<file path="src/hdl/cache_pkg.sv">
/*
 * Shared widths, cache geometry and types for the Harvard cache subsystem.
 * Import into any module or interface that needs the word, address or
 * cache types.
 */
package cache_pkg;

    // Bus widths
    localparam int WORD_W    = 16;
    localparam int ADDR_W    = 19;
    localparam int BYTESEL_W = 2;

    // Address split: tag 19..8, index 7..1
    localparam int INDEX_W   = 7;
    localparam int TAG_W     = ADDR_W - INDEX_W;
    localparam int NUM_LINES = 1 << INDEX_W;

    // One 16-bit data word
    typedef logic [WORD_W-1:0] word_t;

    // Word address, bits 19..1 of the byte address
    typedef logic [ADDR_W:1] waddr_t;

    // Byte enables, bit 1 high byte, bit 0 low byte
    typedef logic [BYTESEL_W-1:0] bytesel_t;

    typedef logic [INDEX_W-1:0] index_t;
    typedef logic [TAG_W-1:0] tag_t;

    // Cache controller states
    typedef enum logic [1:0] {
        IDLE,
        LOOKUP,
        MEM_WAIT,
        RESPOND
    } cache_state_t;

endpackage

</file>
<file path="src/hdl/mem_bus_if.sv">
/*
 * One access/ack memory bus. The master holds access with stable
 * address and data until a one-cycle ack; read data is valid with ack.
 * Read-only agents use the read_master and read_slave modports.
 */
`timescale 1ns/1ns

interface mem_bus_if
    import cache_pkg::*;
();

    // Master side
    waddr_t   addr;
    word_t    data_out;
    bytesel_t bytesel;
    logic     wr_en;
    logic     access;

    // Slave side
    word_t    data_in;
    logic     ack;

    modport master (
        output addr, data_out, bytesel, wr_en, access,
        input  data_in, ack
    );

    modport slave (
        input  addr, data_out, bytesel, wr_en, access,
        output data_in, ack
    );

    // Instruction side never writes
    modport read_master (
        output addr, access,
        input  data_in, ack
    );

    modport read_slave (
        input  addr, access,
        output data_in, ack
    );

endinterface

</file>
<file path="src/hdl/dcache.sv">
/*
 * Direct-mapped write-through data cache without write allocate.
 * Reads behave like the instruction cache; every write goes to memory
 * and is merged into the line on a hit. The CPU ack follows the memory ack.
 */
`timescale 1ns/1ns

module dcache
    import cache_pkg::*;
(
    input  logic        clk,
    input  logic        reset,
    input  waddr_t      data_addr,
    input  word_t       data_wdata,
    input  logic        data_wr_en,
    input  bytesel_t    data_bytesel,
    input  logic        data_access,
    output word_t       data_rdata,
    output logic        data_ack,
    mem_bus_if.master   mbus
);

    cache_state_t state;
    cache_state_t next_state;

    waddr_t   req_addr;
    word_t    req_wdata;
    logic     req_wr;
    bytesel_t req_bytesel;
    word_t    rdata;
    tag_t     req_tag;
    index_t   req_index;
    logic     hit;
    logic     mem_done;

    logic [NUM_LINES-1:0] valid;
    tag_t                 tag_ram  [NUM_LINES];
    word_t                data_ram [NUM_LINES];

    // Replace only the enabled bytes of a word
    function automatic word_t merge_bytes(word_t old_word, word_t new_word, bytesel_t sel);
        word_t merged;
        merged = old_word;
        if (sel[1]) begin
            merged[15:8] = new_word[15:8];
        end
        if (sel[0]) begin
            merged[7:0] = new_word[7:0];
        end
        return merged;
    endfunction

    assign req_tag   = req_addr[ADDR_W:INDEX_W+1];
    assign req_index = req_addr[INDEX_W:1];

    // Arrays are untouched while waiting, so the hit holds through MEM_WAIT
    assign hit      = valid[req_index] && (tag_ram[req_index] == req_tag);
    assign mem_done = (state == MEM_WAIT) && mbus.ack;

    always_ff @(posedge clk or posedge reset) begin
        if (reset) begin
            state <= IDLE;
        end else begin
            state <= next_state;
        end
    end

    always_comb begin
        next_state = state;
        case (state)
            IDLE: begin
                if (data_access) begin
                    next_state = LOOKUP;
                end
            end
            LOOKUP: begin
                // Writes always go through to memory
                if (!req_wr && hit) begin
                    next_state = RESPOND;
                end else begin
                    next_state = MEM_WAIT;
                end
            end
            MEM_WAIT: begin
                if (mbus.ack) begin
                    next_state = RESPOND;
                end
            end
            default: begin
                next_state = IDLE;
            end
        endcase
    end

    // Only a read miss allocates a line
    always_ff @(posedge clk or posedge reset) begin
        if (reset) begin
            valid <= '0;
        end else if (mem_done && !req_wr) begin
            valid[req_index] <= 1'b1;
        end
    end

    always_ff @(posedge clk) begin
        if (state == IDLE && data_access) begin
            req_addr    <= data_addr;
            req_wdata   <= data_wdata;
            req_wr      <= data_wr_en;
            req_bytesel <= data_bytesel;
        end
        if (state == LOOKUP && !req_wr && hit) begin
            rdata <= data_ram[req_index];
        end
        if (mem_done) begin
            if (req_wr) begin
                if (hit) begin
                    data_ram[req_index] <= merge_bytes(data_ram[req_index], req_wdata,
                                                       req_bytesel);
                end
            end else begin
                rdata               <= mbus.data_in;
                data_ram[req_index] <= mbus.data_in;
                tag_ram[req_index]  <= req_tag;
            end
        end
    end

    assign data_ack   = (state == RESPOND);
    assign data_rdata = rdata;

    assign mbus.access   = (state == MEM_WAIT);
    assign mbus.addr     = req_addr;
    assign mbus.data_out = req_wdata;
    assign mbus.wr_en    = req_wr;
    // Read fills always fetch the whole word
    assign mbus.bytesel  = req_wr ? req_bytesel : 2'b11;

endmodule

</file>
<file path="src/flat_wrapper.sv">
// flat-port wrapper written by rule: the top's interface ports become plain ports
module dcache_flat import cache_pkg::*;
  (clk, reset, data_addr, data_wdata, data_wr_en, data_bytesel, data_access, data_rdata, data_ack, mbus_addr, mbus_data_out, mbus_bytesel, mbus_wr_en, mbus_access, mbus_data_in, mbus_ack);
  mem_bus_if mbus_i ();
  input  logic clk;
  input  logic reset;
  input  waddr_t data_addr;
  input  word_t data_wdata;
  input  logic data_wr_en;
  input  bytesel_t data_bytesel;
  input  logic data_access;
  output word_t data_rdata;
  output logic data_ack;
  output wire logic [$bits(mbus_i.addr)-1:0] mbus_addr;
  output wire logic [$bits(mbus_i.data_out)-1:0] mbus_data_out;
  output wire logic [$bits(mbus_i.bytesel)-1:0] mbus_bytesel;
  output wire logic [$bits(mbus_i.wr_en)-1:0] mbus_wr_en;
  output wire logic [$bits(mbus_i.access)-1:0] mbus_access;
  input wire logic [$bits(mbus_i.data_in)-1:0] mbus_data_in;
  input wire logic [$bits(mbus_i.ack)-1:0] mbus_ack;
  assign mbus_addr = mbus_i.addr;
  assign mbus_data_out = mbus_i.data_out;
  assign mbus_bytesel = mbus_i.bytesel;
  assign mbus_wr_en = mbus_i.wr_en;
  assign mbus_access = mbus_i.access;
  assign mbus_i.data_in = mbus_data_in;
  assign mbus_i.ack = mbus_ack;
  dcache u_core (.clk(clk), .reset(reset), .data_addr(data_addr), .data_wdata(data_wdata), .data_wr_en(data_wr_en), .data_bytesel(data_bytesel), .data_access(data_access), .data_rdata(data_rdata), .data_ack(data_ack), .mbus(mbus_i));
endmodule
</file>
<file path="config.mk">
export PLATFORM = sky130hd
export DESIGN_NAME = dcache_flat
export DESIGN_NICKNAME = d
export VERILOG_FILES = /design/src/hdl/cache_pkg.sv /design/src/hdl/mem_bus_if.sv /design/src/hdl/dcache.sv /design/src/flat_wrapper.sv
export SDC_FILE = /design/constraint.sdc
export NUM_CORES = 2
export LEC_CHECK = 0
export BUFFER_PORTS_ARGS = -buffer_cell sky130_fd_sc_hd__buf_4
export CAP_MARGIN = 25
export CORE_MARGIN = 1
export CORE_UTILIZATION = 57
export CTS_CLUSTER_DIAMETER = 150
export DETAILED_ROUTE_END_ITERATION = 10
export GPL_ROUTABILITY_DRIVEN = 0
export PLACE_DENSITY = 0.76
export SYNTH_ARGS = -nofsm -noshare
export SYNTH_HDL_FRONTEND = slang
export SYNTH_SLANG_ARGS = --single-unit
export TNS_END_PERCENT = 5
</file>
<file path="constraint.sdc">
create_clock -name clk -period 9.4 [get_ports clk]
set_clock_uncertainty 0.05 [all_clocks]
set_input_delay 0 -clock clk [delete_from_list [all_inputs] [get_ports clk]]
set_output_delay 0 -clock clk [all_outputs]
set_load 0.01 [all_outputs]
</file>
# --- After elaboration in Yosys (flattened, before gate mapping) ---
# Memories as Yosys holds them, arrays and structs flattened. A register that Yosys moved wholly into a read port is not among the register bits.
# Cells that the tools add are included.
op_classes:
  add_sub_neg: 0
  multipliers: 0
  div: 0
  order_cmp: 2
  eq_ne: 6
  shifts: 0
  muxes: 30
  bitwise_logic: 2
  n_reduce_logical: 11
ops:
  columns: ["cell", "n"]
  rows:
  - ["$or 128x128->128", 1]
  - ["$mux 16", 4]
  - ["$mux 8", 8]
  - ["$mux 7", 2]
  - ["$eq 12x12->1", 1]
  - ["$mux 1", 10]
  - ["$logic_and 1x1->1", 8]
  - ["$lt 7x8->1 const B", 1]
  - ["$bmux 1 s7", 1]
  - ["$demux 1 s7", 1]
  - ["$ge 7x1->1 const B", 1]
  - ["$mux 2", 3]
  - ["$pmux 2 s3", 1]
  - ["$eq 2x2->1 const B", 2]
  - ["$eq 2x1->1 const B", 1]
  - ["$logic_not 2->1", 1]
  - ["$ne 2x1->1 const B", 1]
  - ["$ne 2x2->1 const B", 1]
  - ["$reduce_and 2->1", 1]
  - ["$logic_not 1->1", 1]
  - ["$or 1x1->1", 1]
totals:
  reg_bits: 184
  latch_bits: 0
  ram_bits: 3584
  romBits: 0
  input_bits: 58
  memories: 2
memory_table:
  columns: ["memory", "depth", "word_bits", "read_ports", "rd_ports_with_merged_regs", "write_ports", "line", "source"]
  rows:
  - ["u_core.data_ram", 128, 16, 1, 1, 1, "dcache.sv:38", "word_t data_ram [NUM_LINES];"]
  - ["u_core.tag_ram", 128, 12, 1, 1, 1, "dcache.sv:37", "tag_t tag_ram [NUM_LINES];"]

# --- Logic depth before layout (Yosys ltp) ---
depth:
  depth_word: 8
  depth_mapped: 18
  depth_no_buf: 10

# --- Worst setup path before layout ---
# OpenSTA, ideal clock, no wires.
synth_timing:
  kind: "register to register"
  from: "register (tool-made name)"
  to: "memory u_core.data_ram[0][7] in the netlist's numbering (data pin)"
  setup_ns: 1.197
  arrival_time_ns: 7.906
  t_required_ns: 8.153
  setup_slack_ns: 0.247
  stages_incl_launch_ff: 15
  n_path_buf: 8
  period_less_slack_ns: 9.153
  cell_sequence: "dfxtp_1 -> buf_6 -> buf_6 -> buf_6 -> buf_4 -> buf_4 -> buf_2 -> clkbuf_1 -> buf_1 -> mux4_2 -> mux4_2 -> mux2i_1 -> nor2_1 -> a21oi_1 -> o21ai_0"
synth_lines:
  columns: ["element", "line"]
  rows:
  - ["end, declared", "dcache.sv:38"]

==> results.ini <==
[outcome]
status=finished clean

[timing]
whs_ns=0.177
tightest_slew_ns=1.21
fmax_mhz=135
setup_viol=0
timing.final.crit_share=0.788
grt_setup_unrepaired=false
slew_headroom=0.192
hold_violations=0
slew_viol_final=0
layout_min_cycle_time_ns=7.41
final.setup.tns_ns=0

[synth]
async_flop_share=0.0344
syn-mean-instance-area_um2=21.8
yosysUniqueCellTypes=81
synth_ff_type=edfxtp_1
netlist_area_um2=148000
ys_ff_latch=3775
yosys_warnings=0
synth_fp_nets=6829
synth_edf_count=3622
syn_inst=6767
ys_seq_area_frac=0.762

[power]
p_total_w=0.0479
p_per_area_nw_per_um2=283
p_leak_nw=54.8
ir_drop_uv=329

[setup_path]
cp-end-kind=flip-flop
crit_family=simple AND/OR/NAND/NOR gates
cp_max_fo=78
slowest_stage=nor4_4
worstSetupStartpointType=flip-flop
timing_worst_setup_path_type=reg -> reg
path_cells=buf_4, inv_1, and2_1, a2111oi_0, or4b_1, nor2_1, nor3_1, nand4_1, or2_1, o31a_2, buf_12, nor4_4
required_ns=9.86
cpPeakStageDelay_ns=1.01
cp_num_buf_inv=3
cp.arrival_ns=7.87

[clock_network]
clk_pin_slew_worst_paths_ns=0.06
cts_buffer_depth=4
postCtsResizedCells=0
htree_levels=5
post_cts_buffers=0
numCtsBuffers=362
numClockSinks=3775
cts-root-buf=clkbuf_16
cts_tree=done
clkLatencyLatePin_ns=0.93

[flow_run]
max_cap_violations=0

[die]
start_util=0.574
rows=186
pin_count=114
die_h_um=511
die_area_um2=261000
die_w_um=511
core-area_um2=257000

[finish]
fin_cells=11000
drive_gt1_frac=0.304
final_nets=7432
syn_to_final_growth_pct=14.5
stdcell_area_um2=169000

[drt]
viasPerCell=7.06
routed_wl_mm=409
drt_iter0_drc=13200
first_pass_iters=8
vias=78000
routedWlPerCell_um=37.0
drc_errors=0
ant_nets=0

[placed_design]
io_buffers=113
dpl_cell_area_um2=155000
dp_cells=10200
dp_hpwl_mm=233

[grt]
overflow=0
antenna_found_initial=14
grt_pass1_vias=76000
grt_first_pass_wirelength_mm=575
grt_max_degree=131
grt_use_total=0.311

[hold_path]
hold_path_class=in -> reg

==> cells in the final DEF (no fill, tap or decap), types with 11 or more instances in the layout <==
cell type / instances
a211oi_1: 13
a21oi_1: 86
a221oi_1: 11
a22o_1: 11
a22oi_1: 171
a31oi_1: 14
buf_12: 27
buf_4: 388
buf_6: 77
buf_8: 25
bufinv_16: 39
clkbuf_1: 77
clkbuf_16: 365
clkinv_1: 65
clkinv_2: 64
clkinvlp_4: 11
dfrtp_1: 130
dfxtp_1: 17
dlygate4sd3_1: 132
edfxtp_1: 3622
mux2_2: 32
mux2i_1: 360
mux4_2: 916
nand2_1: 123
nand2b_1: 15
nand3_1: 60
nand4_1: 16
nor2_1: 141
nor2_2: 34
nor2b_1: 27
nor3_1: 15
nor4_1: 23
nor4_4: 120
o211ai_1: 13
o21ai_0: 20
o21ai_4: 16
o22ai_1: 25
o31ai_1: 22
or2_2: 132
xnor2_1: 14
==> cell usage after synthesis (10+ instances only) <==
cell / number / area, um^2
nand4_1: 16 / 100
dfrtp_1: 130 / 3250
a31oi_1: 14 / 87.6
nor3_1: 15 / 75.1
or2_2: 132 / 826
mux2i_1: 361 / 3610
mux2_2: 32 / 360
nor4_1: 32 / 200
and2_1: 10 / 62.6
buf_4: 28 / 210
o21ai_0: 36 / 180
inv_1: 10 / 37.5
a22o_1: 11 / 96.3
buf_2: 121 / 606
o22ai_1: 25 / 156
nor2_1: 177 / 664
a22oi_1: 171 / 1280
a221oi_1: 11 / 96.3
o211ai_1: 13 / 97.6
nand3_1: 64 / 320
mux4_2: 916 / 20600
dfxtp_1: 23 / 460
buf_6: 45 / 507
nand2_1: 123 / 462
buf_1: 72 / 270
a21oi_1: 86 / 430
edfxtp_1: 3622 / 109000
a211oi_1: 13 / 97.6
nor2b_1: 31 / 194
clkbuf_1: 146 / 548
nand2b_1: 15 / 93.8
xnor2_1: 14 / 123
o31ai_1: 22 / 165
nor4_2: 121 / 1510
==> state kept, by name (all words and copies together), names as in the netlist, named ones only <==
signal	cells
u_core.req_bytesel	2
u_core.data_ram	2048
u_core.state	2
u_core.mbus.wr_en	1
u_core.valid	128
u_core.mbus.data_out	16
u_core.data_rdata	16
u_core.mbus.addr	19
u_core.tag_ram	1536
==> stage by stage <==
stage               setup slack [ns]  utilization
floorplan                      0.247            -
global placement                2.13        0.601
detailed placement              2.02        0.602
CTS                             2.04        0.653
global route                    1.85        0.657
finish                          1.99        0.657
==> worst register-to-register path, cell delays in order (launching register included) <==
cell and delay, ns:
dfxtp_4 0.73, buf_4 0.73, inv_1 0.72, and2_1 0.33, a2111oi_0 0.46, or4b_1 0.26
nor2_1 0.05, nor3_1 0.26, nand4_1 0.29, or2_1 0.63, o31a_2 0.78, buf_12 0.46
nor4_4 1.26
==> routing by layer <==
layer  up-vias  track usage  share of wire
met3      1196       0.0718           0.13
met5         -            0        0.00026
met4        18        0.139          0.054
met2      6644        0.486           0.48
met1     40500        0.422           0.35
li1      29700            -              -
==> area by class of cell <==
| class | instances | area [um^2] |
|---|---|---|
| Fill cell | 15300 | 88200 |
| Multi-Input combinational cell | 2565 | 34300 |
| Inverter | 12 | 55.1 |
| Clock inverter | 203 | 2190 |
| Clock buffer | 446 | 9480 |
| Timing Repair Buffer | 654 | 6150 |
| Tap cell | 3384 | 4230 |
| Sequential cell | 3775 | 112000 |
| Antenna cell | 8 | 20.0 |
==> worst paths after layout <==
check	from	endpoint	slack, ns	cells past startpoint
max	flip-flop	u_core.data_ram[55][1]	1.99	12
max reg2reg	flip-flop	u_core.data_ram[55][1]	1.99	12
min reg2reg	u_core.valid[122]	u_core.valid[122]	0.41	1
max in group asynchronous	reset	u_core.valid[76]	7.49	5
min	mbus_ack	u_core.state[0]	0.18	5
min in group asynchronous	reset	u_core.state[1]	0.27	4
==> power breakdown <==
part | switching [W] | internal, W
clock | 0.00630 | 0.00827
combinational | 0.00828 | 0.00413
sequential | 0.000264 | 0.0206
==> cells by family after synthesis <==
kind of cell | Yosys count | synth area share
xor gates and xnor gates | 22 | 0.00131
DFF | 3775 | 0.762
and+or+nand+nor | 778 | 0.0329
muxes | 1309 | 0.167
adders and majority gates | 4 | 0.000339
AOI/OAI and AO/OA | 452 | 0.0216
buffers and inverters | 427 | 0.0151
==> what timing repair did <==
item,4_1_cts,5_1_grt
hold buffers,132,0
endpoints found under the setup margin,0,0
endpoints found under the hold margin,824,0
No activity file was read; power rests on OpenSTA's default activity.
