File: src/hdl/cache_pkg.sv
/*
 * Shared widths, cache geometry and types for the Harvard cache subsystem.
 * Import into any module or interface that needs the word, address or
 * cache types.
 */
package cache_pkg;

    // Bus widths
    localparam int WORD_W    = 16;
    localparam int ADDR_W    = 19;
    localparam int BYTESEL_W = 2;

    // Address split: tag 19..8, index 7..1
    localparam int INDEX_W   = 7;
    localparam int TAG_W     = ADDR_W - INDEX_W;
    localparam int NUM_LINES = 1 << INDEX_W;

    // One 16-bit data word
    typedef logic [WORD_W-1:0] word_t;

    // Word address, bits 19..1 of the byte address
    typedef logic [ADDR_W:1] waddr_t;

    // Byte enables, bit 1 high byte, bit 0 low byte
    typedef logic [BYTESEL_W-1:0] bytesel_t;

    typedef logic [INDEX_W-1:0] index_t;
    typedef logic [TAG_W-1:0] tag_t;

    // Cache controller states
    typedef enum logic [1:0] {
        IDLE,
        LOOKUP,
        MEM_WAIT,
        RESPOND
    } cache_state_t;

endpackage

File: src/hdl/mem_bus_if.sv
/*
 * One access/ack memory bus. The master holds access with stable
 * address and data until a one-cycle ack; read data is valid with ack.
 * Read-only agents use the read_master and read_slave modports.
 */
`timescale 1ns/1ns

interface mem_bus_if
    import cache_pkg::*;
();

    // Master side
    waddr_t   addr;
    word_t    data_out;
    bytesel_t bytesel;
    logic     wr_en;
    logic     access;

    // Slave side
    word_t    data_in;
    logic     ack;

    modport master (
        output addr, data_out, bytesel, wr_en, access,
        input  data_in, ack
    );

    modport slave (
        input  addr, data_out, bytesel, wr_en, access,
        output data_in, ack
    );

    // Instruction side never writes
    modport read_master (
        output addr, access,
        input  data_in, ack
    );

    modport read_slave (
        input  addr, access,
        output data_in, ack
    );

endinterface

File: src/hdl/cache_arbiter.sv
/*
 * Fixed-priority arbiter between the data and instruction caches for the
 * shared memory bus. The data cache wins a tie; the grant is registered
 * and released on the memory ack.
 */
`timescale 1ns/1ns

module cache_arbiter (
    input  logic           clk,
    input  logic           reset,
    mem_bus_if.read_slave  ibus,
    mem_bus_if.slave       dbus,
    mem_bus_if.master      mbus
);

    typedef enum logic [1:0] {
        ARB_IDLE,
        SERVE_DCACHE,
        SERVE_ICACHE
    } arb_state_t;

    arb_state_t state;
    arb_state_t next_state;

    always_ff @(posedge clk or posedge reset) begin
        if (reset) begin
            state <= ARB_IDLE;
        end else begin
            state <= next_state;
        end
    end

    // Requests are only sampled while idle
    always_comb begin
        next_state = state;
        case (state)
            ARB_IDLE: begin
                if (dbus.access) begin
                    next_state = SERVE_DCACHE;
                end else if (ibus.access) begin
                    next_state = SERVE_ICACHE;
                end
            end
            SERVE_DCACHE: begin
                if (mbus.ack) begin
                    next_state = ARB_IDLE;
                end
            end
            SERVE_ICACHE: begin
                if (mbus.ack) begin
                    next_state = ARB_IDLE;
                end
            end
            default: begin
                next_state = ARB_IDLE;
            end
        endcase
    end

    // Route the granted cache onto the memory bus
    always_comb begin
        mbus.addr     = '0;
        mbus.data_out = '0;
        mbus.access   = 1'b0;
        mbus.wr_en    = 1'b0;
        mbus.bytesel  = 2'b11;
        dbus.ack      = 1'b0;
        ibus.ack      = 1'b0;

        case (state)
            SERVE_DCACHE: begin
                mbus.addr     = dbus.addr;
                mbus.data_out = dbus.data_out;
                mbus.access   = dbus.access;
                mbus.wr_en    = dbus.wr_en;
                mbus.bytesel  = dbus.bytesel;
                dbus.ack      = mbus.ack;
            end
            SERVE_ICACHE: begin
                // Fetches are always full-word reads
                mbus.addr     = ibus.addr;
                mbus.access   = ibus.access;
                mbus.wr_en    = 1'b0;
                mbus.bytesel  = 2'b11;
                ibus.ack      = mbus.ack;
            end
            default: begin
            end
        endcase
    end

    // Read data goes to both caches, only the acked one samples it
    assign dbus.data_in = mbus.data_in;
    assign ibus.data_in = mbus.data_in;

endmodule

File: src/flat_wrapper.sv
// flat-port wrapper written by rule: the top's interface ports become plain ports
module cache_arbiter_flat 
  (clk, reset, ibus_addr, ibus_access, ibus_data_in, ibus_ack, dbus_addr, dbus_data_out, dbus_bytesel, dbus_wr_en, dbus_access, dbus_data_in, dbus_ack, mbus_addr, mbus_data_out, mbus_bytesel, mbus_wr_en, mbus_access, mbus_data_in, mbus_ack);
  mem_bus_if ibus_i ();
  mem_bus_if dbus_i ();
  mem_bus_if mbus_i ();
  input  logic clk;
  input  logic reset;
  input wire logic [$bits(ibus_i.addr)-1:0] ibus_addr;
  input wire logic [$bits(ibus_i.access)-1:0] ibus_access;
  output wire logic [$bits(ibus_i.data_in)-1:0] ibus_data_in;
  output wire logic [$bits(ibus_i.ack)-1:0] ibus_ack;
  input wire logic [$bits(dbus_i.addr)-1:0] dbus_addr;
  input wire logic [$bits(dbus_i.data_out)-1:0] dbus_data_out;
  input wire logic [$bits(dbus_i.bytesel)-1:0] dbus_bytesel;
  input wire logic [$bits(dbus_i.wr_en)-1:0] dbus_wr_en;
  input wire logic [$bits(dbus_i.access)-1:0] dbus_access;
  output wire logic [$bits(dbus_i.data_in)-1:0] dbus_data_in;
  output wire logic [$bits(dbus_i.ack)-1:0] dbus_ack;
  output wire logic [$bits(mbus_i.addr)-1:0] mbus_addr;
  output wire logic [$bits(mbus_i.data_out)-1:0] mbus_data_out;
  output wire logic [$bits(mbus_i.bytesel)-1:0] mbus_bytesel;
  output wire logic [$bits(mbus_i.wr_en)-1:0] mbus_wr_en;
  output wire logic [$bits(mbus_i.access)-1:0] mbus_access;
  input wire logic [$bits(mbus_i.data_in)-1:0] mbus_data_in;
  input wire logic [$bits(mbus_i.ack)-1:0] mbus_ack;
  assign ibus_i.addr = ibus_addr;
  assign ibus_i.access = ibus_access;
  assign ibus_data_in = ibus_i.data_in;
  assign ibus_ack = ibus_i.ack;
  assign dbus_i.addr = dbus_addr;
  assign dbus_i.data_out = dbus_data_out;
  assign dbus_i.bytesel = dbus_bytesel;
  assign dbus_i.wr_en = dbus_wr_en;
  assign dbus_i.access = dbus_access;
  assign dbus_data_in = dbus_i.data_in;
  assign dbus_ack = dbus_i.ack;
  assign mbus_addr = mbus_i.addr;
  assign mbus_data_out = mbus_i.data_out;
  assign mbus_bytesel = mbus_i.bytesel;
  assign mbus_wr_en = mbus_i.wr_en;
  assign mbus_access = mbus_i.access;
  assign mbus_i.data_in = mbus_data_in;
  assign mbus_i.ack = mbus_ack;
  cache_arbiter u_core (.clk(clk), .reset(reset), .ibus(ibus_i), .dbus(dbus_i), .mbus(mbus_i));
endmodule
File: config.mk
export PLATFORM = sky130hd
export DESIGN_NAME = cache_arbiter_flat
export DESIGN_NICKNAME = d
export VERILOG_FILES = /design/src/hdl/cache_pkg.sv /design/src/hdl/mem_bus_if.sv /design/src/hdl/cache_arbiter.sv /design/src/flat_wrapper.sv
export SDC_FILE = /design/constraint.sdc
export NUM_CORES = 1
export LEC_CHECK = 0
export ABC_AREA = 0
export BUFFER_PORTS_ARGS = -buffer_cell sky130_fd_sc_hd__buf_2
export CAP_MARGIN = 25
export CORE_MARGIN = 1.5
export CORE_UTILIZATION = 27
export CTS_BUF_LIST = sky130_fd_sc_hd__clkbuf_4 sky130_fd_sc_hd__clkbuf_8 sky130_fd_sc_hd__clkbuf_16
export CTS_CLUSTER_DIAMETER = 200
export DETAILED_ROUTE_END_ITERATION = 16
export GPL_TIMING_DRIVEN = 0
export MAX_ROUTING_LAYER = met4
export PLACE_DENSITY = 0.81
export SLEW_MARGIN = 20
export SYNTH_ARGS = -nofsm -noshare
export SYNTH_HDL_FRONTEND = slang
export SYNTH_SLANG_ARGS = --single-unit
File: constraint.sdc
create_clock -name clk -period 1.7 [get_ports clk]
set_input_delay 0.34 -clock clk [delete_from_list [all_inputs] [get_ports clk]]
set_output_delay 0.34 -clock clk [all_outputs]
set_load 0.05 [all_outputs]
After elaboration in Yosys (flattened, before gate mapping) --
Cells that the tools add are included.
Cells by class: add/sub/neg operators 0, multipliers 0, divide/modulo/power cells 0, order comparisons 0, equal/unequal tests 4, shift operators 0, mux-type cells 11, bitwise gates (word level) 0, reduce and logical (&&, ||, !) cells 3
Operator list (number):
- 19-bit case mux with 2 select lines | 1
- 16-bit two-way mux | 1
- 2-bit two-way mux | 4
- 2-bit case mux with 2 select lines | 1
- 1-bit two-way mux | 3
- 3-bit != test (second input constant) | 1
- 2-bit by 1-bit equality test with 1-bit output (second input constant) | 1
- 2-bit equality test (second input constant) | 1
- 2-bit zero test | 1
- 2-bit by 1-bit != test with 1-bit output (second input constant) | 1
- 1-bit case mux with 2 select lines | 1
- 2-bit AND reduction | 1
- 2-bit OR reduction | 1
Storage, ports and cells: flip-flop bits (word level) 2, latch bits 0, bits in writable memories 0, memory bits (read-only) 0, input bits 78, output and inout port bits 73, logic and storage cells 19, memories 0

Logic depth before layout (Yosys ltp) --
Gate-level depths: netlist of run 1.
word-level depth 4, gate-level depth with buffers 5

Least setup slack after synthesis of run 1 --
OpenSTA, ideal clock, no wires.
path type flip-flop to output port, start register u_core.state[0], end output mbus_access, arrival time 1.626 ns, required time 1.360 ns, slack -0.266 ns, stages on the path, launching flop included 5, buffers on the path 1, cells stage by stage dfrtp_1 > inv_1 > ha_1 > buf_2 > nor2b_1
On the way: word-level cells in the longest chain between the ends 2, elaborated cells on any way between the ends 3, those cells by class eq/ne (2); mux (1)
RTL lines:
- start, declared | RTL line cache_arbiter.sv:22 | arb_state_t state;
- start signal, assigned | RTL line cache_arbiter.sv:29 | state <= next_state;
- 2-bit equality test or 2-bit by 1-bit equality test with 1-bit output (tied branches) | RTL line cache_arbiter.sv:70 | case (state)
- 1-bit case mux with 2 select lines * | RTL line cache_arbiter.sv:70
- end, declared | RTL line flat_wrapper.sv:24 | output wire logic [$bits(mbus_i.access)-1:0] mbus_access;
Every way passes the cells marked *; elsewhere a longest branch is shown, timed or not.

Worst setup path after layout of run 1 --
start register u_core.state[1], end output mbus_addr[16]
On the way: word-level cells in the longest chain between the ends 2, elaborated cells on any way between the ends 3, those cells by class eq/ne (2); mux (1)
RTL lines:
- 2-bit equality test or 2-bit by 1-bit equality test with 1-bit output (tied branches) | RTL line cache_arbiter.sv:70
- 19-bit case mux with 2 select lines * | RTL line cache_arbiter.sv:70
- end, declared | RTL line flat_wrapper.sv:20 | output wire logic [$bits(mbus_i.addr)-1:0] mbus_addr;
Marked as above.

==> run summary, run 1 <==
routability cong.: 0.810
Post-Synth XOR/XNOR Area: 0%
Post-Synth Simple-Gate Area: 32.2%
Worst Setup Path Type: flip-flop to primary output
total wire length: 3670 um
cells after synthesis: 116
Syn. warnings: 0
RSZ-0062 raised after global routing: yes
first-pass iteration count of the detailed router: 4
largest net degree at the start of global routing: 11
Seq cells post-synth: 2
CP startpoint kind: flip-flop
Synth Cell Area: 852 um2
post-route insts no fill: 303
post-route ant nets: 0
Synth Area per Inst: 7.35 um2
Post-Syn Nets: 197
Final WS setup: -0.142 ns
Tmin final: 1.84 ns
Worst path slowest cell: dfrtp_1
Hold Path Class: primary input to flip-flop
leakage power: 1.11 nW
Largest regs: u_core.state: 2 flops
GR Util met2: 37.3%
WP data arrival: 1.50 ns
H-tree level count: 1
Biggest register: u_core.state
Worst EP required: 1.36 ns
via/cell ratio: 4.32
adder-cell area share of the yosys netlist: 4.41%
Clk Latency, worst-skew pair: 0.24 ns
Top-Level Pins: 151
crit-path max FO: 10
die width: 59.2 um
final setup violation count: 40
maximum clock rate: 0.543 GHz
main combinational cell family by area after synthesis: buffers and inverters
grt ovf: 0
max_slew headroom: 82.7%
Largest register FFs: 2
Layout area overhead: 154%
placed insts: 294
Pwr Density: 1670 nW/um2
failing checks: setup timing
Setup crit end kind: primary output
commonest non-fill, non-tap cell in the layout: buf_2
total track usage: 18.4%
post-synthesis mux area share: 0%
Die Y: 59.2 um
crit-path max cell delay: 0.39 ns
proportion of layout cells with a drive suffix above 1: 88.8%
Clock Path Buffers: 2
met3 GRT Util: 2.62%
VDD IR max: 0.972 mV
IO buf count: 134
residual DRC count: 0
max cap viols: 0
Ant. Diodes: 0
crit-path cells: inv_2 -> ha_4 -> buf_8 -> a22oi_2 -> nor2b_2 -> buf_6
initial drt markers: 23
most frequent cells in the layout: buf_2 (93), buf_4 (38), buf_6 (37)
Slew @ Worst Pin: 0.261 ns
post-synth cell types: 16
Finished Core Util: 71.4%
core area: 3030 um2
mean routed wirelength per cell: 12.1 um
DP Wirelength: 2470 um
clock transition at the registers of the reported paths: 0.03 ns
Place WS: -0.0634 ns
die area: 3500 um2
number of CTS-inserted buffers: 3
TritonCTS clock tree: yes
Worst Skew: 0.00591 ns
Seq/Total Area, Yosys: 5.87%
Final Hold Vio Count: 0
Slew Viols, Final: 0
Fill cells: 219
Starting Density: 28.1%
critical path's top delay family: buffers and inverters
WP buf/inv: 3
Synth Area in Compound Gates: 20.9%
vias in the first global route: 1192
initial antenna violation count: 0
met1 usage: 17.5%
ratio of final minimum period to clock period: 108%
first-pass GRT wire length: 4840 um
most used routing layer: met2
status: complete, but fails checks
fin nets: 342
CTS sink count: 2
DR vias: 1310
clock tree root driver cell: clkbuf_4
# rows: 20
==> kinds of logic after synthesis <==
kind of cell / after synthesis
adders and majority gates: 3
AOI/OAI and AO/OA: 24
DFF: 2
and+or+nand+nor: 43
buffers and inverters: 44
==> synthesized netlist by cell type <==
cell type   n  area [um2]
buf_4      34         255
a22oi_1    20         150
nor2b_1    20         125
and2_1     19         119
inv_1       4        15.0
ha_1        3        37.5
buf_2       2        10.0
buf_6       2        22.5
clkbuf_2    2        10.0
dfrtp_1     2        50.1
nand2b_1    2        12.5
o21ai_0     2        10.0
a21boi_0    1        7.51
a32o_1      1        10.0
nand2_1     1        3.75
nand2b_4    1        13.8
==> where the power goes <==
group	total [mW]	internal, mW	switching (mW)
clock network	0.112	0.0783	0.0332
registers	0.0965	0.0699	0.0266
logic	3.40	1.47	1.92
==> through the flow <==
step	hold slack (ns)	cell area (um2)	power, mW	TNS (ns)
2_1_floorplan	0.0812	902	2.08	-0.259
3_5_place_dp	0.190	1630	2.57	-0.927
5_1_grt	0.389	2160	3.76	-5.04
6_report	0.381	2160	3.61	-3.07
4_1_cts	0.380	2010	3.31	-3.30
3_3_place_gp	0.189	1630	2.56	-0.567
==> timing repair <==
item	CTS	global route
setup buffers	1	3
pin swaps	1	1
endpoints found under the hold margin	2	0
cloned	0	1
hold buffers	1	0
resized for setup	103	34
setup endpoints to repair	41	41
==> path summary, 6_finish.rpt <==
path	start	end	slack, ns	depth (start not counted)
worst max register to register	u_core.state[1]$_DFFE_PP0P_	u_core.state[0]$_DFFE_PP0P_	0.29	6
worst min-delay path	ibus_access	u_core.state[1]$_DFFE_PP0P_	0.38	3
max in group asynchronous	reset	u_core.state[0]$_DFFE_PP0P_	1.08	3
min in group asynchronous	reset	u_core.state[1]$_DFFE_PP0P_	0.49	3
worst min register to register	u_core.state[1]$_DFFE_PP0P_	u_core.state[1]$_DFFE_PP0P_	0.64	2
worst max-delay path	u_core.state[1]$_DFFE_PP0P_	mbus_addr[16]	-0.14	6
==> routing by layer <==
layer | up-vias | share of wire (%)
li1 | 641 | -
met1 | 581 | 32
met2 | 84 | 59
met3 | 4 | 8.0
met4 | 0 | 1.3
met5 | - | 0
==> area by class of cell <==
class                      count  area [um2]  area share (%)
timing repair buffer         140        1000            46.3
tap                           44        55.1            2.54
multi-input combinational     70         669            30.9
sequential                     2        51.3            2.37
buffer                        40         347            16.0
clock buffer                   3        22.5            1.04
inverter                       4        17.5           0.810
==> worst min-delay path: stages <==
cell and delay [ns]:
buf_2 0.12, nand2_1 0.05, a21boi_0 0.07
Power figures use the tool's default switching activity.
==> inputs of run 2 (changes only) <==
BUFFER_PORTS_ARGS = -buffer_cell sky130_fd_sc_hd__clkbuf_2   (was -buffer_cell sky130_fd_sc_hd__buf_2)
GPL_TIMING_DRIVEN = default   (was 0)
==> run summary, run 2 (synthesized netlist as in run 1, its figures left out) <==
WP depth: 6
WP buf/inv: 3
Layout area overhead: 129%
vias in the first global route: 1068
Worst Skew: 0.00963 ns
Starting Density: 28.1%
min-delay src: ibus_access
worst reg2reg startpoint: u_core.state[0]$_DFFE_PP0P_
DR vias: 1095
die area: 3500 um2
Worst EP required: 1.36 ns
Logic pwr share: 94.5%
proportion of layout cells with a drive suffix above 1: 88.1%
reg2reg end: u_core.state[0]$_DFFE_PP0P_
status: complete, but fails checks
first-pass iteration count of the detailed router: 4
Largest regs: u_core.state: 2 flops
initial drt markers: 12
Worst Setup Path Type: flip-flop to primary output
clock tree root driver cell: clkbuf_4
Slew @ Worst Pin: 0.197 ns
# rows: 20
Top-Level Pins: 151
placed insts: 228
Largest register FFs: 2
crit-path cells: buf_6 -> ha_4 -> buf_12 -> a22oi_2 -> nor2b_2 -> buf_8
setup TNS: -4.05 ns
hold endpoint: u_core.state[1]$_DFFE_PP0P_
Finished Core Util: 64.5%
largest net degree at the start of global routing: 22
maximum clock rate: 0.537 GHz
initial antenna violation count: 0
R2R depth: 6
clock share of power: 3.2%
ratio of final minimum period to clock period: 109%
Min-Delay Path Depth: 3
Clk Latency, worst-skew pair: 0.24 ns
Clock Path Buffers: 2
Ant. Diodes: 0
most frequent cells in the layout: clkbuf_2 (61), buf_8 (21), a22oi_2 (20), nor2b_2 (20), clkbuf_8 (17)
final setup violation count: 39
Biggest register: u_core.state
Final Hold Vio Count: 0
Slew Viols, Final: 0
commonest non-fill, non-tap cell in the layout: clkbuf_2
Hold Path Class: primary input to flip-flop
sequential share of power: 2.3%
WP data arrival: 1.52 ns
RSZ-0062 raised after global routing: yes
total wire length: 3330 um
Worst path slowest cell: dfrtp_1
CTS sink count: 2
Tmin final: 1.86 ns
via/cell ratio: 4.62
DP Wirelength: 2080 um
crit-path max FO: 7
post-route insts no fill: 237
Switch Pwr: 1.87 mW
CP startpoint kind: flip-flop
switching share of power: 51.3%
clock transition at the registers of the reported paths: 0.04 ns
residual DRC count: 0
TritonCTS clock tree: yes
crit-path max cell delay: 0.39 ns
VDD IR max: 1.04 mV
reg2reg setup slack: 0.34 ns
core area: 3030 um2
fin nets: 276
Internal Power: 1.78 mW
number of CTS-inserted buffers: 3
first-pass GRT wire length: 4510 um
total track usage: 17.3%
Pwr Density: 1870 nW/um2
grt ovf: 0
max_slew headroom: 86.8%
critical path's top delay family: buffers and inverters
Die Y: 59.2 um
Place WS: -0.0187 ns
H-tree level count: 1
routability cong.: 0.690
die width: 59.2 um
leakage power: 0.898 nW
Setup crit end kind: primary output
post-route ant nets: 0
failing checks: setup timing
max cap viols: 0
IO buf count: 102
Final WS setup: -0.161 ns
mean routed wirelength per cell: 14.0 um
## run 2: cell count changes in the layout (fill, tap and decap cells not counted), sizes merged
cell,before,now
clkbuf,3,83
buf,179,33
## run 2: tightest hold or removal path, cell delays in order
cell and delay [ns]:
clkbuf_2 0.11, nand2_1 0.07, a21boi_0 0.09
## run 2: final cells by class
type | count | area (um2)
Inverter | 4 | 15.0
Timing Repair Buffer | 114 | 1100
Sequential cell | 2 | 50.0
Tap cell | 44 | 55.1
Multi-Input combinational cell | 70 | 707
Clock buffer | 3 | 22.5
Fill cell | 233 | 1070
## run 2: through the flow
stage	area, um2	total power, mW	hold slack (ns)
4_1_cts	1810	3.27	0.390
3_5_place_dp	1300	2.50	0.182
6_report	1950	3.65	0.418
5_1_grt	1950	3.80	0.430
2_1_floorplan	902	2.08	0.0812
3_3_place_gp	1300	2.48	0.180
## run 2: worst max path at each step
stage	start	to	slack, ns
after floorplan	u_core.state[0]$_DFFE_PP0P_	mbus_access	-0.01
after global placement	u_core.state[1]$_DFFE_PP0P_	mbus_addr[8]	0.03
after detailed placement	u_core.state[1]$_DFFE_PP0P_	mbus_addr[13]	-0.02
after CTS	u_core.state[0]$_DFFE_PP0P_	mbus_addr[3]	-0.14
after global routing	u_core.state[0]$_DFFE_PP0P_	mbus_addr[5]	-0.21
final	u_core.state[0]$_DFFE_PP0P_	mbus_addr[5]	-0.16
## run 2: power by group through the flow
stage / clock network, mW / logic, mW / registers [mW]
global route: 0.126 / 3.59 / 0.0872
global placement: 0 / 2.40 / 0.0801
detailed placement: 0 / 2.42 / 0.0821
floorplan: 0 / 2.00 / 0.0782
finish: 0.116 / 3.45 / 0.0850
CTS: 0.114 / 3.08 / 0.0810
## run 2: timing repair
action,4_1_cts,5_1_grt
pin swaps,0,6
cloned,0,3
hold buffers,1,0
gates resized for setup,104,32
endpoints found under the hold margin,2,0
endpoints found under the setup margin,41,41
buffers inserted,1,1
## run 2: metal layers
metal | share of wire (%) | up-vias | global-route usage, %
met5 | 0 | - | -
met4 | 1.3 | 0 | 4.55
met3 | 8.1 | 13 | 4.15
met2 | 59 | 81 | 35.9
met1 | 32 | 492 | 15.0
li1 | - | 509 | -
==> inputs of run 3 (changes only) <==
CORE_MARGIN = 2   (was 1.5)
==> run summary, run 3 (synthesized netlist as in run 1, its figures left out) <==
Largest register FFs: 2
Setup crit end kind: primary output
crit-path max cell delay: 0.38 ns
initial drt markers: 20
die width: 60.2 um
residual DRC count: 0
crit-path cells: buf_4 -> ha_4 -> buf_12 -> a22oi_2 -> nor2b_4 -> buf_12
Worst Setup Path Type: flip-flop to primary output
mean routed wirelength per cell: 13.8 um
Final WS setup: -0.159 ns
clock tree root driver cell: clkbuf_4
final setup violation count: 38
Top-Level Pins: 151
Largest regs: u_core.state: 2 flops
RSZ-0062 raised after global routing: yes
vias in the first global route: 1054
worst reg2reg startpoint: u_core.state[1]$_DFFE_PP0P_
VDD IR max: 1.13 mV
max_slew headroom: 85.3%
clock transition at the registers of the reported paths: 0.03 ns
placed insts: 226
Pwr Density: 1910 nW/um2
Clk Latency, worst-skew pair: 0.23 ns
min-delay src: ibus_access
leakage power: 0.944 nW
Fin Hold WS: 0.394 ns
proportion of layout cells with a drive suffix above 1: 94.8%
failing checks: setup timing
Tmin final: 1.86 ns
largest net degree at the start of global routing: 22
Hold Path Class: primary input to flip-flop
R2R depth: 6
core area: 3030 um2
IO buf count: 102
Clock Path Buffers: 2
CTS sink count: 2
Slew @ Worst Pin: 0.220 ns
maximum clock rate: 0.538 GHz
via/cell ratio: 4.62
reg2reg setup slack: 0.34 ns
Setup crit start: u_core.state[1]$_DFFE_PP0P_
most frequent CP cell: buf_12
crit-path max FO: 11
max cap viols: 0
initial antenna violation count: 0
Worst Skew: 0.000831 ns
Ant. Diodes: 0
Worst path slowest cell: dfrtp_1
post-route insts no fill: 238
DP Wirelength: 1920 um
die area: 3620 um2
Final Hold Vio Count: 0
Min-Delay Path Depth: 3
hold endpoint: u_core.state[1]$_DFFE_PP0P_
H-tree level count: 1
grt ovf: 0
Biggest register: u_core.state
first-pass GRT wire length: 4380 um
status: complete, but fails checks
Die Y: 60.2 um
fin nets: 277
routability cong.: 0.673
Finished Core Util: 67.5%
# rows: 20
first-pass iteration count of the detailed router: 4
most frequent cells in the layout: clkbuf_2 (61), buf_8 (40), a22oi_2 (20)
DR vias: 1099
total track usage: 16.0%
Starting Density: 28.1%
WP data arrival: 1.52 ns
Layout area overhead: 140%
number of CTS-inserted buffers: 3
Final Power: 3.90 mW
TritonCTS clock tree: yes
post-route ant nets: 0
CP startpoint kind: flip-flop
ratio of final minimum period to clock period: 109%
total wire length: 3290 um
commonest non-fill, non-tap cell in the layout: clkbuf_2
reg2reg end: u_core.state[0]$_DFFE_PP0P_
Slew Viols, Final: 0
Worst EP required: 1.36 ns
==> run 3: critical path: cells and delay by family (launching register included) <==
family / cells / cell delay [ns]
simple gates: 1 / 0.07
fa+ha+maj: 1 / 0.18
compound gates: 1 / 0.22
buf+inv: 3 / 0.45
flops: 1 / 0.38
==> run 3: layout make-up <==
cell class / count / area, um2
inverter: 4 / 15.0
tap: 44 / 55.1
sequential: 2 / 50.0
fill: 237 / 983
clock buffer: 3 / 22.5
multi-input combinational: 70 / 749
timing repair buffer: 115 / 1150
==> run 3: per-stage QoR <==
step | worst slack, ns | setup TNS [ns] | instance area [um2]
finish | -0.159 | -2.90 | 2040
global route | -0.222 | -5.33 | 2040
CTS | -0.128 | -3.43 | 1840
detailed placement | -0.0207 | -0.185 | 1240
global placement | 0.0120 | 0 | 1240
floorplan | -0.0130 | -0.259 | 902
==> run 3: worst max path at each step <==
stage	end	slack [ns]	cells past startpoint
after floorplan	mbus_access	-0.01	4
after global placement	mbus_access	0.01	6
after detailed placement	mbus_addr[4]	-0.02	6
after CTS	mbus_addr[9]	-0.13	6
after global routing	mbus_addr[9]	-0.22	6
final	mbus_addr[9]	-0.16	6
==> run 3: power by group <==
part | internal (mW) | total (mW) | leakage [nW] | switching, mW
combinational | 1.83 | 3.71 | 0.905 | 1.88
sequential | 0.0678 | 0.0822 | 0.0256 | 0.0144
clock | 0.0780 | 0.107 | 0.0138 | 0.0287
total | 1.98 | 3.90 | 0.944 | 1.92
==> run 3: repair_timing <==
action / in CTS / in global routing
buffers inserted: 2 / 2
endpoints found under the setup margin: 41 / 41
resized for setup: 116 / 65
pin swaps: 1 / 5
cloned: 2 / 2
hold buffers: 1 / 0
hold endpoints to repair: 2 / 0
==> run 3: routing by layer <==
metal  up-vias  GRT usage (%)  part of all wire, %
met5         -              -                    0
met4         0           4.13                  1.4
met3        11           1.73                  8.3
met2        71           32.1                   57
met1       506           15.9                   34
li1        511              -                    -
